<file path="src/include/rename_consts.svh">
`ifndef RENAME_CONSTS_SVH
`define RENAME_CONSTS_SVH

// register file sizes
`define NUM_ARCH_REG 16
`define NUM_PHYS_REG 32

// in-flight allocation records
`define ROB_DEPTH 8

// opcodes, bits 15:12 of the instruction word
`define OP_ALU  4'h0
// second source field holds an immediate
`define OP_ALUI 4'h1
`define OP_LDR  4'h2
// no destination write for the three below
`define OP_STR  4'h3
`define OP_BCC  4'h4
`define OP_NOP  4'hf

`endif

</file>
<file path="src/logic/rename_pkg.sv">
`include "rename_consts.svh"

package rename_pkg;

  // index and count widths
  typedef logic [$clog2(`NUM_ARCH_REG)-1:0] arch_reg_t;
  typedef logic [$clog2(`NUM_PHYS_REG)-1:0] phys_reg_t;
  typedef logic [$clog2(`ROB_DEPTH)-1:0]    rob_idx_t;
  typedef logic [$clog2(`NUM_PHYS_REG):0]   fl_count_t;
  typedef logic [3:0]                       opcode_t;

  // raw word: opcode, dest, src1, src2 or immediate
  typedef logic [15:0] instr_word_t;

  typedef struct packed {
    opcode_t   opcode;
    arch_reg_t dest;
    arch_reg_t src1;
    arch_reg_t src2_imm;
    logic      use_imm;
    logic      w_v;
    logic      is_branch;
  } decoded_instr_t;

  // src2_imm is a physical register or the zero-extended immediate
  typedef struct packed {
    opcode_t   opcode;
    phys_reg_t phys_dest;
    phys_reg_t phys_src1;
    phys_reg_t src2_imm;
    logic      use_imm;
    logic      w_v;
    rob_idx_t  rob_tag;
  } renamed_instr_t;

  // one allocation record, kept in program order
  typedef struct packed {
    arch_reg_t arch_dest;
    phys_reg_t new_phys;
    phys_reg_t old_phys;
    logic      w_v;
    logic      is_branch;
  } rob_entry_t;

  // retire payload back to rename
  typedef struct packed {
    arch_reg_t arch_dest;
    phys_reg_t new_phys;
    phys_reg_t old_phys;
    logic      w_v;
  } commit_t;

endpackage

</file>
<file path="src/logic/decode_stage.sv">
`timescale 1ns/100ps
`include "rename_consts.svh"

module decode_stage (
  input  logic                       clk_i,
  input  logic                       reset_i,
  input  logic                       flush_i,
  input  rename_pkg::instr_word_t    instr_i,
  input  logic                       instr_v_i,
  output logic                       instr_ready_o,
  output rename_pkg::decoded_instr_t dec_o,
  output logic                       dec_v_o,
  input  logic                       dec_ready_i
);

  rename_pkg::decoded_instr_t dec_n;
  rename_pkg::decoded_instr_t dec_q;
  rename_pkg::opcode_t        opcode;
  logic                       dec_v_q;
  logic                       take;

  assign opcode = instr_i[15:12];

  // room when empty or when rename drains us this cycle
  assign instr_ready_o = !dec_v_q || dec_ready_i;
  assign take          = instr_v_i && instr_ready_o;

  always_comb begin
    dec_n.opcode    = opcode;
    dec_n.dest      = instr_i[11:8];
    dec_n.src1      = instr_i[7:4];
    dec_n.src2_imm  = instr_i[3:0];
    dec_n.use_imm   = 1'b0;
    dec_n.w_v       = 1'b0;
    dec_n.is_branch = 1'b0;
    case (opcode)
      `OP_ALU, `OP_LDR: begin
        dec_n.w_v = 1'b1;
      end
      `OP_ALUI: begin
        dec_n.w_v     = 1'b1;
        dec_n.use_imm = 1'b1;
      end
      `OP_BCC: begin
        dec_n.is_branch = 1'b1;
      end
      // stores, nops and unknown codes write nothing
      `OP_STR, `OP_NOP: begin
      end
      default: begin
      end
    endcase
  end

  always_ff @(posedge clk_i) begin
    if (reset_i || flush_i) begin
      dec_v_q <= 1'b0;
    end else if (instr_ready_o) begin
      dec_v_q <= take;
    end
  end

  always_ff @(posedge clk_i) begin
    if (take) begin
      dec_q <= dec_n;
    end
  end

  assign dec_o   = dec_q;
  assign dec_v_o = dec_v_q;

endmodule

</file>
<file path="src/logic/rename_stage.sv">
`timescale 1ns/100ps
`include "rename_consts.svh"

module rename_stage (
  input  logic                       clk_i,
  input  logic                       reset_i,
  input  logic                       mispredict_i,
  input  rename_pkg::decoded_instr_t dec_i,
  input  logic                       dec_v_i,
  output logic                       dec_ready_o,
  output rename_pkg::renamed_instr_t renamed_o,
  output logic                       renamed_v_o,
  input  logic                       issue_ready_i,
  output rename_pkg::rob_entry_t     alloc_o,
  output logic                       alloc_v_o,
  input  rename_pkg::rob_idx_t       rob_tag_i,
  input  logic                       rob_full_i,
  input  rename_pkg::commit_t        commit_i,
  input  logic                       commit_v_i
);

  // map tables, speculative and committed
  rename_pkg::phys_reg_t spec_map [`NUM_ARCH_REG];
  rename_pkg::phys_reg_t com_map  [`NUM_ARCH_REG];

  // circular free lists; pointers share the physical index width
  rename_pkg::phys_reg_t spec_fl [`NUM_PHYS_REG];
  rename_pkg::phys_reg_t com_fl  [`NUM_PHYS_REG];
  rename_pkg::phys_reg_t spec_head;
  rename_pkg::phys_reg_t spec_tail;
  rename_pkg::phys_reg_t com_head;
  rename_pkg::phys_reg_t com_tail;
  rename_pkg::fl_count_t spec_count;

  rename_pkg::renamed_instr_t renamed_n;
  rename_pkg::renamed_instr_t renamed_q;
  logic                       renamed_v_q;

  rename_pkg::phys_reg_t new_phys;
  rename_pkg::phys_reg_t old_phys;
  logic                  out_free;
  logic                  accept;
  logic                  alloc_w;
  logic                  free_w;

  assign out_free    = !renamed_v_q || issue_ready_i;
  assign dec_ready_o = out_free && !rob_full_i && (spec_count != '0) && !mispredict_i;
  assign accept      = dec_v_i && dec_ready_o;
  assign alloc_w     = accept && dec_i.w_v;
  assign free_w      = commit_v_i && commit_i.w_v;

  assign new_phys = spec_fl[spec_head];
  assign old_phys = spec_map[dec_i.dest];

  always_comb begin
    renamed_n.opcode    = dec_i.opcode;
    // non-writing ops carry the current mapping, e.g. store data
    renamed_n.phys_dest = dec_i.w_v ? new_phys : old_phys;
    renamed_n.phys_src1 = spec_map[dec_i.src1];
    if (dec_i.use_imm) begin
      renamed_n.src2_imm = {1'b0, dec_i.src2_imm};
    end else begin
      renamed_n.src2_imm = spec_map[dec_i.src2_imm];
    end
    renamed_n.use_imm   = dec_i.use_imm;
    renamed_n.w_v       = dec_i.w_v;
    renamed_n.rob_tag   = rob_tag_i;
  end

  always_comb begin
    alloc_o.arch_dest = dec_i.dest;
    alloc_o.new_phys  = renamed_n.phys_dest;
    alloc_o.old_phys  = old_phys;
    alloc_o.w_v       = dec_i.w_v;
    alloc_o.is_branch = dec_i.is_branch;
  end

  assign alloc_v_o = accept;

  // speculative side
  always_ff @(posedge clk_i) begin
    if (reset_i) begin
      for (int i = 0; i < `NUM_ARCH_REG; i++) begin
        spec_map[i] <= rename_pkg::phys_reg_t'(i);
      end
      for (int i = 0; i < `NUM_PHYS_REG; i++) begin
        spec_fl[i] <= rename_pkg::phys_reg_t'(i + `NUM_ARCH_REG);
      end
      spec_head  <= '0;
      spec_tail  <= rename_pkg::phys_reg_t'(`NUM_PHYS_REG - `NUM_ARCH_REG);
      spec_count <= rename_pkg::fl_count_t'(`NUM_PHYS_REG - `NUM_ARCH_REG);
    end else if (mispredict_i) begin
      // roll back to the committed picture
      spec_map   <= com_map;
      spec_fl    <= com_fl;
      spec_head  <= com_head;
      spec_tail  <= com_tail;
      // every register outside the committed map is free
      spec_count <= rename_pkg::fl_count_t'(`NUM_PHYS_REG - `NUM_ARCH_REG);
    end else begin
      if (alloc_w) begin
        spec_map[dec_i.dest] <= new_phys;
        spec_head            <= spec_head + 1'b1;
      end
      if (free_w) begin
        spec_fl[spec_tail] <= commit_i.old_phys;
        spec_tail          <= spec_tail + 1'b1;
      end
      case ({alloc_w, free_w})
        2'b10:   spec_count <= spec_count - 1'b1;
        2'b01:   spec_count <= spec_count + 1'b1;
        default: spec_count <= spec_count;
      endcase
    end
  end

  // committed side, moves only on retire
  always_ff @(posedge clk_i) begin
    if (reset_i) begin
      for (int i = 0; i < `NUM_ARCH_REG; i++) begin
        com_map[i] <= rename_pkg::phys_reg_t'(i);
      end
      for (int i = 0; i < `NUM_PHYS_REG; i++) begin
        com_fl[i] <= rename_pkg::phys_reg_t'(i + `NUM_ARCH_REG);
      end
      com_head <= '0;
      com_tail <= rename_pkg::phys_reg_t'(`NUM_PHYS_REG - `NUM_ARCH_REG);
    end else if (free_w) begin
      // the head entry is the register this record took
      com_map[commit_i.arch_dest] <= commit_i.new_phys;
      com_fl[com_tail]            <= commit_i.old_phys;
      com_head                    <= com_head + 1'b1;
      com_tail                    <= com_tail + 1'b1;
    end
  end

  // output register toward issue
  always_ff @(posedge clk_i) begin
    if (reset_i || mispredict_i) begin
      renamed_v_q <= 1'b0;
    end else if (out_free) begin
      renamed_v_q <= accept;
    end
  end

  always_ff @(posedge clk_i) begin
    if (accept) begin
      renamed_q <= renamed_n;
    end
  end

  assign renamed_o   = renamed_q;
  assign renamed_v_o = renamed_v_q;

endmodule

</file>
<file path="src/logic/reorder_queue.sv">
`timescale 1ns/100ps
`include "rename_consts.svh"

module reorder_queue (
  input  logic                   clk_i,
  input  logic                   reset_i,
  input  logic                   mispredict_i,
  input  rename_pkg::rob_entry_t alloc_i,
  input  logic                   alloc_v_i,
  output rename_pkg::rob_idx_t   rob_tag_o,
  output logic                   rob_full_o,
  input  logic                   complete_i,
  output rename_pkg::commit_t    commit_o,
  output logic                   commit_v_o
);

  rename_pkg::rob_entry_t entries [`ROB_DEPTH];
  rename_pkg::rob_entry_t head_entry;
  rename_pkg::rob_idx_t   head;
  rename_pkg::rob_idx_t   tail;
  logic [$clog2(`ROB_DEPTH):0] count;
  logic                   empty;
  logic                   push;
  logic                   pop;

  assign empty      = (count == '0);
  assign rob_full_o = (count == `ROB_DEPTH);
  // next record lands at the tail
  assign rob_tag_o  = tail;

  assign push       = alloc_v_i && !rob_full_o && !mispredict_i;
  assign pop        = complete_i && !empty && !mispredict_i;
  assign commit_v_o = pop;

  // oldest record, seen combinationally
  assign head_entry        = entries[head];
  assign commit_o.arch_dest = head_entry.arch_dest;
  assign commit_o.new_phys  = head_entry.new_phys;
  assign commit_o.old_phys  = head_entry.old_phys;
  assign commit_o.w_v       = head_entry.w_v;

  always_ff @(posedge clk_i) begin
    if (reset_i || mispredict_i) begin
      head  <= '0;
      tail  <= '0;
      count <= '0;
    end else begin
      if (push) begin
        tail <= tail + 1'b1;
      end
      if (pop) begin
        head <= head + 1'b1;
      end
      case ({push, pop})
        2'b10:   count <= count + 1'b1;
        2'b01:   count <= count - 1'b1;
        default: count <= count;
      endcase
    end
  end

  always_ff @(posedge clk_i) begin
    if (push) begin
      entries[tail] <= alloc_i;
    end
  end

endmodule

</file>
<file path="src/logic/rename_top.sv">
`timescale 1ns/100ps

module rename_top (
  input  logic                       clk_i,
  input  logic                       reset_i,
  input  rename_pkg::instr_word_t    instr_i,
  input  logic                       instr_v_i,
  output logic                       instr_ready_o,
  output rename_pkg::renamed_instr_t renamed_o,
  output logic                       renamed_v_o,
  input  logic                       issue_ready_i,
  input  logic                       complete_i,
  input  logic                       mispredict_i
);

  // decode to rename
  rename_pkg::decoded_instr_t dec;
  logic                       dec_v;
  logic                       dec_ready;

  // rename and reorder queue
  rename_pkg::rob_entry_t alloc;
  logic                   alloc_v;
  rename_pkg::rob_idx_t   rob_tag;
  logic                   rob_full;
  rename_pkg::commit_t    commit;
  logic                   commit_v;

  decode_stage decode_stage_i (
    .clk_i         (clk_i),
    .reset_i       (reset_i),
    .flush_i       (mispredict_i),
    .instr_i       (instr_i),
    .instr_v_i     (instr_v_i),
    .instr_ready_o (instr_ready_o),
    .dec_o         (dec),
    .dec_v_o       (dec_v),
    .dec_ready_i   (dec_ready)
  );

  rename_stage rename_stage_i (
    .clk_i         (clk_i),
    .reset_i       (reset_i),
    .mispredict_i  (mispredict_i),
    .dec_i         (dec),
    .dec_v_i       (dec_v),
    .dec_ready_o   (dec_ready),
    .renamed_o     (renamed_o),
    .renamed_v_o   (renamed_v_o),
    .issue_ready_i (issue_ready_i),
    .alloc_o       (alloc),
    .alloc_v_o     (alloc_v),
    .rob_tag_i     (rob_tag),
    .rob_full_i    (rob_full),
    .commit_i      (commit),
    .commit_v_i    (commit_v)
  );

  reorder_queue reorder_queue_i (
    .clk_i        (clk_i),
    .reset_i      (reset_i),
    .mispredict_i (mispredict_i),
    .alloc_i      (alloc),
    .alloc_v_i    (alloc_v),
    .rob_tag_o    (rob_tag),
    .rob_full_o   (rob_full),
    .complete_i   (complete_i),
    .commit_o     (commit),
    .commit_v_o   (commit_v)
  );

endmodule

</file>
<file path="config.mk">
export PLATFORM = sky130hd
export DESIGN_NAME = rename_top
export DESIGN_NICKNAME = d
export VERILOG_FILES = /design/src/logic/rename_pkg.sv /design/src/logic/decode_stage.sv /design/src/logic/rename_stage.sv /design/src/logic/reorder_queue.sv /design/src/logic/rename_top.sv
export VERILOG_INCLUDE_DIRS = /design/src /design/src/include
export SDC_FILE = /design/constraint.sdc
export NUM_CORES = 1
export LEC_CHECK = 0
export BUFFER_PORTS_ARGS = -buffer_cell sky130_fd_sc_hd__buf_2
export CAP_MARGIN = 20
export CELL_PAD_IN_SITES_DETAIL_PLACEMENT = 0
export CELL_PAD_IN_SITES_GLOBAL_PLACEMENT = 1
export CORE_MARGIN = 2
export CORE_UTILIZATION = 55
export CTS_CLUSTER_DIAMETER = 120
export DETAILED_ROUTE_END_ITERATION = 10
export GPL_TIMING_DRIVEN = 1
export PLACE_DENSITY_LB_ADDON = 0.1
export SYNTH_ARGS = -nofsm -noshare
export SYNTH_HDL_FRONTEND = slang
export SYNTH_HIERARCHICAL = 1
export SYNTH_SLANG_ARGS = --single-unit
</file>
<file path="constraint.sdc">
create_clock -name clk_i -period 8.5 [get_ports clk_i]
set_clock_uncertainty 0.15 [all_clocks]
set_input_delay 0.425 -clock clk_i [delete_from_list [all_inputs] [get_ports clk_i]]
set_output_delay 0.425 -clock clk_i [all_outputs]
set_load 0.01 [all_outputs]
</file>
After elaboration in Yosys (flattened, before gate mapping) --
Memory sizes are Yosys's and may differ from the RTL's. A register that Yosys moved wholly into a read port is not among the register bits. Index checks and enable logic that the tools add are counted.
Storage, ports and cells: register bits after elaboration 561, bits in writable memories 128, output and inout bits 26, memories kept 1
Memory list:
- reorder_queue_i.entries | depth 8, width 16, rd ports 1, clocked after Yosys merged registers in 1, wr ports 1, line reorder_queue.sv:17 | rename_pkg::rob_entry_t entries [`ROB_DEPTH];
Operators by class: add/sub/neg operators 10, order comparisons 11, eq/ne operators 8, mux-type cells 43, bitwise operators 7, reductions and logical operators 32
Operator list (number):
- $bwmux 160 | 2
- $mux 160 | 2
- $bwmux 80 | 2
- $mux 80 | 2
- $mux 5 | 17
- $bmux 5 s4 | 3
- $demux 5 s5 | 2
- $demux 5 s4 | 2
- $bmux 5 s5 | 1
- $add 5x1->5 const B | 4
- $ge 5x5->1 const B | 4
- $not 4->5 | 4
- $ge 6x6->1 const B | 3
- $not 5->6 | 3
- $logic_and 1x1->1 | 15
- $lt 6x1->1 const B | 2
- $pmux 6 s2 | 1
- $lt 5x1->1 const B | 2
- $logic_not 4->1 | 2
- $pmux 4 s2 | 1
- $reduce_bool 2->1 | 4
- $add 3x1->3 const B | 2
- $add 6x1->6 const B | 1
- $mux 3 | 2
- 16 further kinds | 28

Depth between registers and ports, before layout --
word-level depth 10, mapped depth 16, gate-level depth less buffers 14

Modules after synthesis --
Netlist, hierarchy kept.
Modules (own cells, without submodules):
- rename_stage | times used 1, cells each 2761, area each 25518.2 µm², sequential area each 10870.4 µm²
- reorder_queue | times used 1, cells each 251, area each 5311.3 µm², sequential area each 3863.7 µm²
- decode_stage | times used 1, cells each 27, area each 651.9 µm², sequential area each 590.6 µm²

Worst setup path before layout --
OpenSTA, ideal clock, no wires.
kind register to register, start point register reorder_queue_i.count[1], end point memory reorder_queue_i/entries[0][10] (netlist bit), enable pin, setup time 0.406 ns, data arrival time 3.336 ns, required time 7.944 ns, setup slack 4.608 ns, cell stages (with the launch flop) 11, buffers on the path 2, cells stage by stage dfxtp_1 > buf_6 > or4b_4 > inv_1 > nor2_1 > o2111ai_4 > buf_6 > inv_1 > nand2_4 > or3_4 > nor3_1
Between the ends: longest elaborated chain between the ends 10
Ends and longest elaborated chain:
- start: declaration | line reorder_queue.sv:21 | logic [$clog2(`ROB_DEPTH):0] count;
- start signal: assignment | line reorder_queue.sv:55 | 2'b10: count <= count + 1'b1;
- start signal: assignment | line reorder_queue.sv:56 | 2'b01: count <= count - 1'b1;
- start signal: assignment | line reorder_queue.sv:57 | default: count <= count;
- $eq 4x4->1 (no line)
- net rob_full | line rename_top.sv:25 | logic rob_full;
- $logic_not 1->1 | line rename_stage.sv:47 | assign dec_ready_o = out_free && !rob_full_i && (spec_count != '0) && !mispredict_i;
- $logic_and 1x1->1 (3 in a row) | line rename_stage.sv:47
- $logic_and 1x1->1 | line rename_stage.sv:48 | assign accept = dec_v_i && dec_ready_o;
- net alloc_v | line rename_top.sv:23 | logic alloc_v;
- $logic_and 1x1->1 (2 in a row) | line reorder_queue.sv:31 | assign push = alloc_v_i && !rob_full_o && !mispredict_i;
- $mux 1 | line reorder_queue.sv:63 | if (push) begin
- $mux 1 (not written as such) | line reorder_queue.sv:64 | entries[tail] <= alloc_i;
- end: declaration | line reorder_queue.sv:17
The timed path passes the listed nets, and every way through them passes these cells.

==> results.rst <==
.. list-table::
   :header-rows: 1

   * - Metric
     - Value
   * - Final worst slack
     - 4.10 ns
   * - Area growth from synthesis to final layout
     - 9.34%
   * - Synthesized cell area
     - 31,400 um^2
   * - Initial Utilization
     - 55.6%
   * - Number of warnings printed during yosys synthesis
     - 6
   * - Count of TritonRoute iterations in the first routing pass
     - 6
   * - Clock tree root driver cell
     - clkbuf_16
   * - Post-synth net total
     - 3,079
   * - Final Hold Vio Count
     - 0
   * - Maximum number of pins on one net before global-route repair
     - 157
   * - Status
     - finished clean
   * - Most common cell after layout, fill and taps aside
     - nand2_1
   * - Fin Setup TNS
     - 0 ns
   * - Peak VDD IR
     - 0.130 mV
   * - DP Worst Slack
     - 4.15 ns
   * - Required @ worst endpoint
     - 8.89 ns
   * - Total Die Area
     - 59,100 um^2
   * - Critical-path cell list
     - buf_4, mux4_1, mux2_2, nand2_1, inv_1, ha_1, inv_1, ha_1, a21o_1, a21oi_1, o21ai_0, a311o_1, o21ai_0
   * - Biggest cell delay along the critical path
     - 0.61 ns
   * - Fraction of final layout cells with drive strength greater than 1
     - 15.3%
   * - Max H-tree Level
     - 3
   * - Buffers from clock root to sink, at most
     - 3
   * - Total number of vias
     - 24.0k
   * - Max-slew violations
     - 0
   * - Routed Wire Length
     - 87.6 mm
   * - Buffering stage count on the worst path with inverters included
     - 3
   * - Count of standard-cell rows
     - 87
   * - Setup repair after global routing missed its margin
     - no
   * - Final number of setup-violating endpoints
     - 0
   * - Average wire per standard cell
     - 23.3 um
   * - First-pass GRT wire length
     - 137 mm
   * - Startpoint type of the worst setup path
     - register
   * - Worst-skew pair later-pin latency
     - 0.61 ns
   * - Number of antenna violations at the first check in global routing
     - 0
   * - Clock transition at path regs
     - 0.06 ns
   * - Ratio of routed vias to standard cells
     - 6.39
   * - CTS tree
     - done
   * - Placer's final routability congestion estimate
     - 0.903
   * - Post-CTS setup buffer count
     - 0
   * - Antenna-violating nets left
     - 0
   * - P per Cell Area
     - 204 nW/um^2
   * - Count of boundary I/O pins
     - 48
   * - Die span in y
     - 243 um
   * - Dpl hpwl
     - 54.3 mm
   * - Initial DRC Count
     - 2,292
   * - Post-Synthesis Cells
     - 3,036
   * - Leakage dissipation
     - 11.8 nW
   * - Fmax
     - 227 MHz
   * - Measured slew at the worst slew-check pin
     - 1.19 ns
   * - Largest delay share family, worst path
     - multiplexers
   * - Worst Path Max Fanout
     - 30
   * - Number of diodes added for antenna fixing
     - 0
   * - Average instance area after synthesis
     - 10.4 um^2
   * - Worst endpoint data arrival time
     - 4.79 ns
   * - CTS Sinks
     - 683
   * - Cell type of the slowest stage on the worst timing path
     - mux4_1
   * - Total global routing track utilization
     - 29.5%
   * - Via count of the first global-routing pass
     - 22.9k
   * - Number of buffers created by CTS
     - 74
   * - GRT overflow
     - 0
   * - Part of the cycle the worst path needs
     - 51.8%
   * - Start-to-end type of the worst setup path
     - register to register
   * - Maximum capacitance violations
     - 0
   * - Final min period
     - 4.40 ns
   * - Worst slew margin relative to its limit
     - 20.4%
   * - Die Wd
     - 243 um
   * - Area of the placeable core
     - 56,500 um^2
   * - Category of the worst setup path capture point
     - register
   * - Number of design rule violations left after detail routing
     - 0
   * - Worst hold-check path type
     - register to register
   * - Commonest cells after routing, fill and taps aside
     - nand2_1 (548), dfxtp_1 (520), nor2_1 (228), nand3_1 (214), mux2i_1 (175)
   * - Number of buffers added on ports
     - 47
   * - Post-layout net count
     - 2,989
## report_power, final
group	total [W]	internal (W)	switching, W
logic	0.000350	0.000120	0.000230
clock network	0.00325	0.00195	0.00130
registers	0.00341	0.00337	0.0000437
total	0.00701	0.00544	0.00158
## sequential cells by signal, summed over array words and instances (netlist names), named ones only
register / cells
rename_stage_i/spec_fl: 160
rename_stage_i/spec_head: 5
rename_stage_i/com_map: 80
decode_stage_i/dec_v_o: 1
rename_stage_i/spec_tail: 5
reorder_queue_i/entries: 120
rename_stage_i/renamed_o: 24
rename_stage_i/com_head: 5
rename_stage_i/spec_count: 6
rename_stage_i/com_tail: 5
rename_stage_i/renamed_v_o: 1
rename_stage_i/spec_map: 80
decode_stage_i/dec_o: 18
reorder_queue_i/rob_tag_o: 3
reorder_queue_i/count: 4
rename_stage_i/com_fl: 160
reorder_queue_i/head: 3
## path summary, 6_finish.rpt
| kind | depth (start not counted) | endpoint | slack [ns] | start |
|---|---|---|---|---|
| max | 13 | rename_stage_i/spec_count[5] | 4.10 | register |
| min | 0 | rename_stage_i/renamed_o[22] | 0.27 | decode_stage_i/dec_o[17] |
| max reg2reg | 13 | rename_stage_i/spec_count[5] | 4.10 | register |
| min reg2reg | 0 | rename_stage_i/renamed_o[22] | 0.27 | decode_stage_i/dec_o[17] |
## per-stage QoR
stage	std cells	power (W)	util (%)	cell area [um^2]	hold WS [ns]
after floorplan	3036	0.00371	-	31400	0.250
after global placement	3609	0.00381	56.2	31800	0.256
after detailed placement	3609	0.00382	56.2	31800	0.257
after CTS	3758	0.00706	60.8	34400	0.203
after global routing	3758	0.00721	60.8	34400	0.237
final	3758	0.00701	60.8	34400	0.267
## repair_timing
action | CTS | global route
gates resized for setup | 0 | 0
endpoints found under the setup margin | 0 | 0
endpoints found under the hold margin | 19 | 0
hold buffers | 17 | 0
## layer usage
metal	GRT usage (%)	vias up	share of wire, %
li1	-	10900	-
met3	4.33	183	6.6
met1	39.6	11900	43
met2	49.1	997	48
met4	10.1	0	3.2
met5	0	-	0
## cell type report
class	count	area, um^2
Clock buffer	111	2170
Inverter	15	68.8
Fill cell	4684	22100
Tap cell	756	946
Sequential cell	683	15300
Clock inverter	21	264
Multi-Input combinational cell	2065	14900
Timing Repair Buffer	107	741
Power figures use the tool's default switching activity.
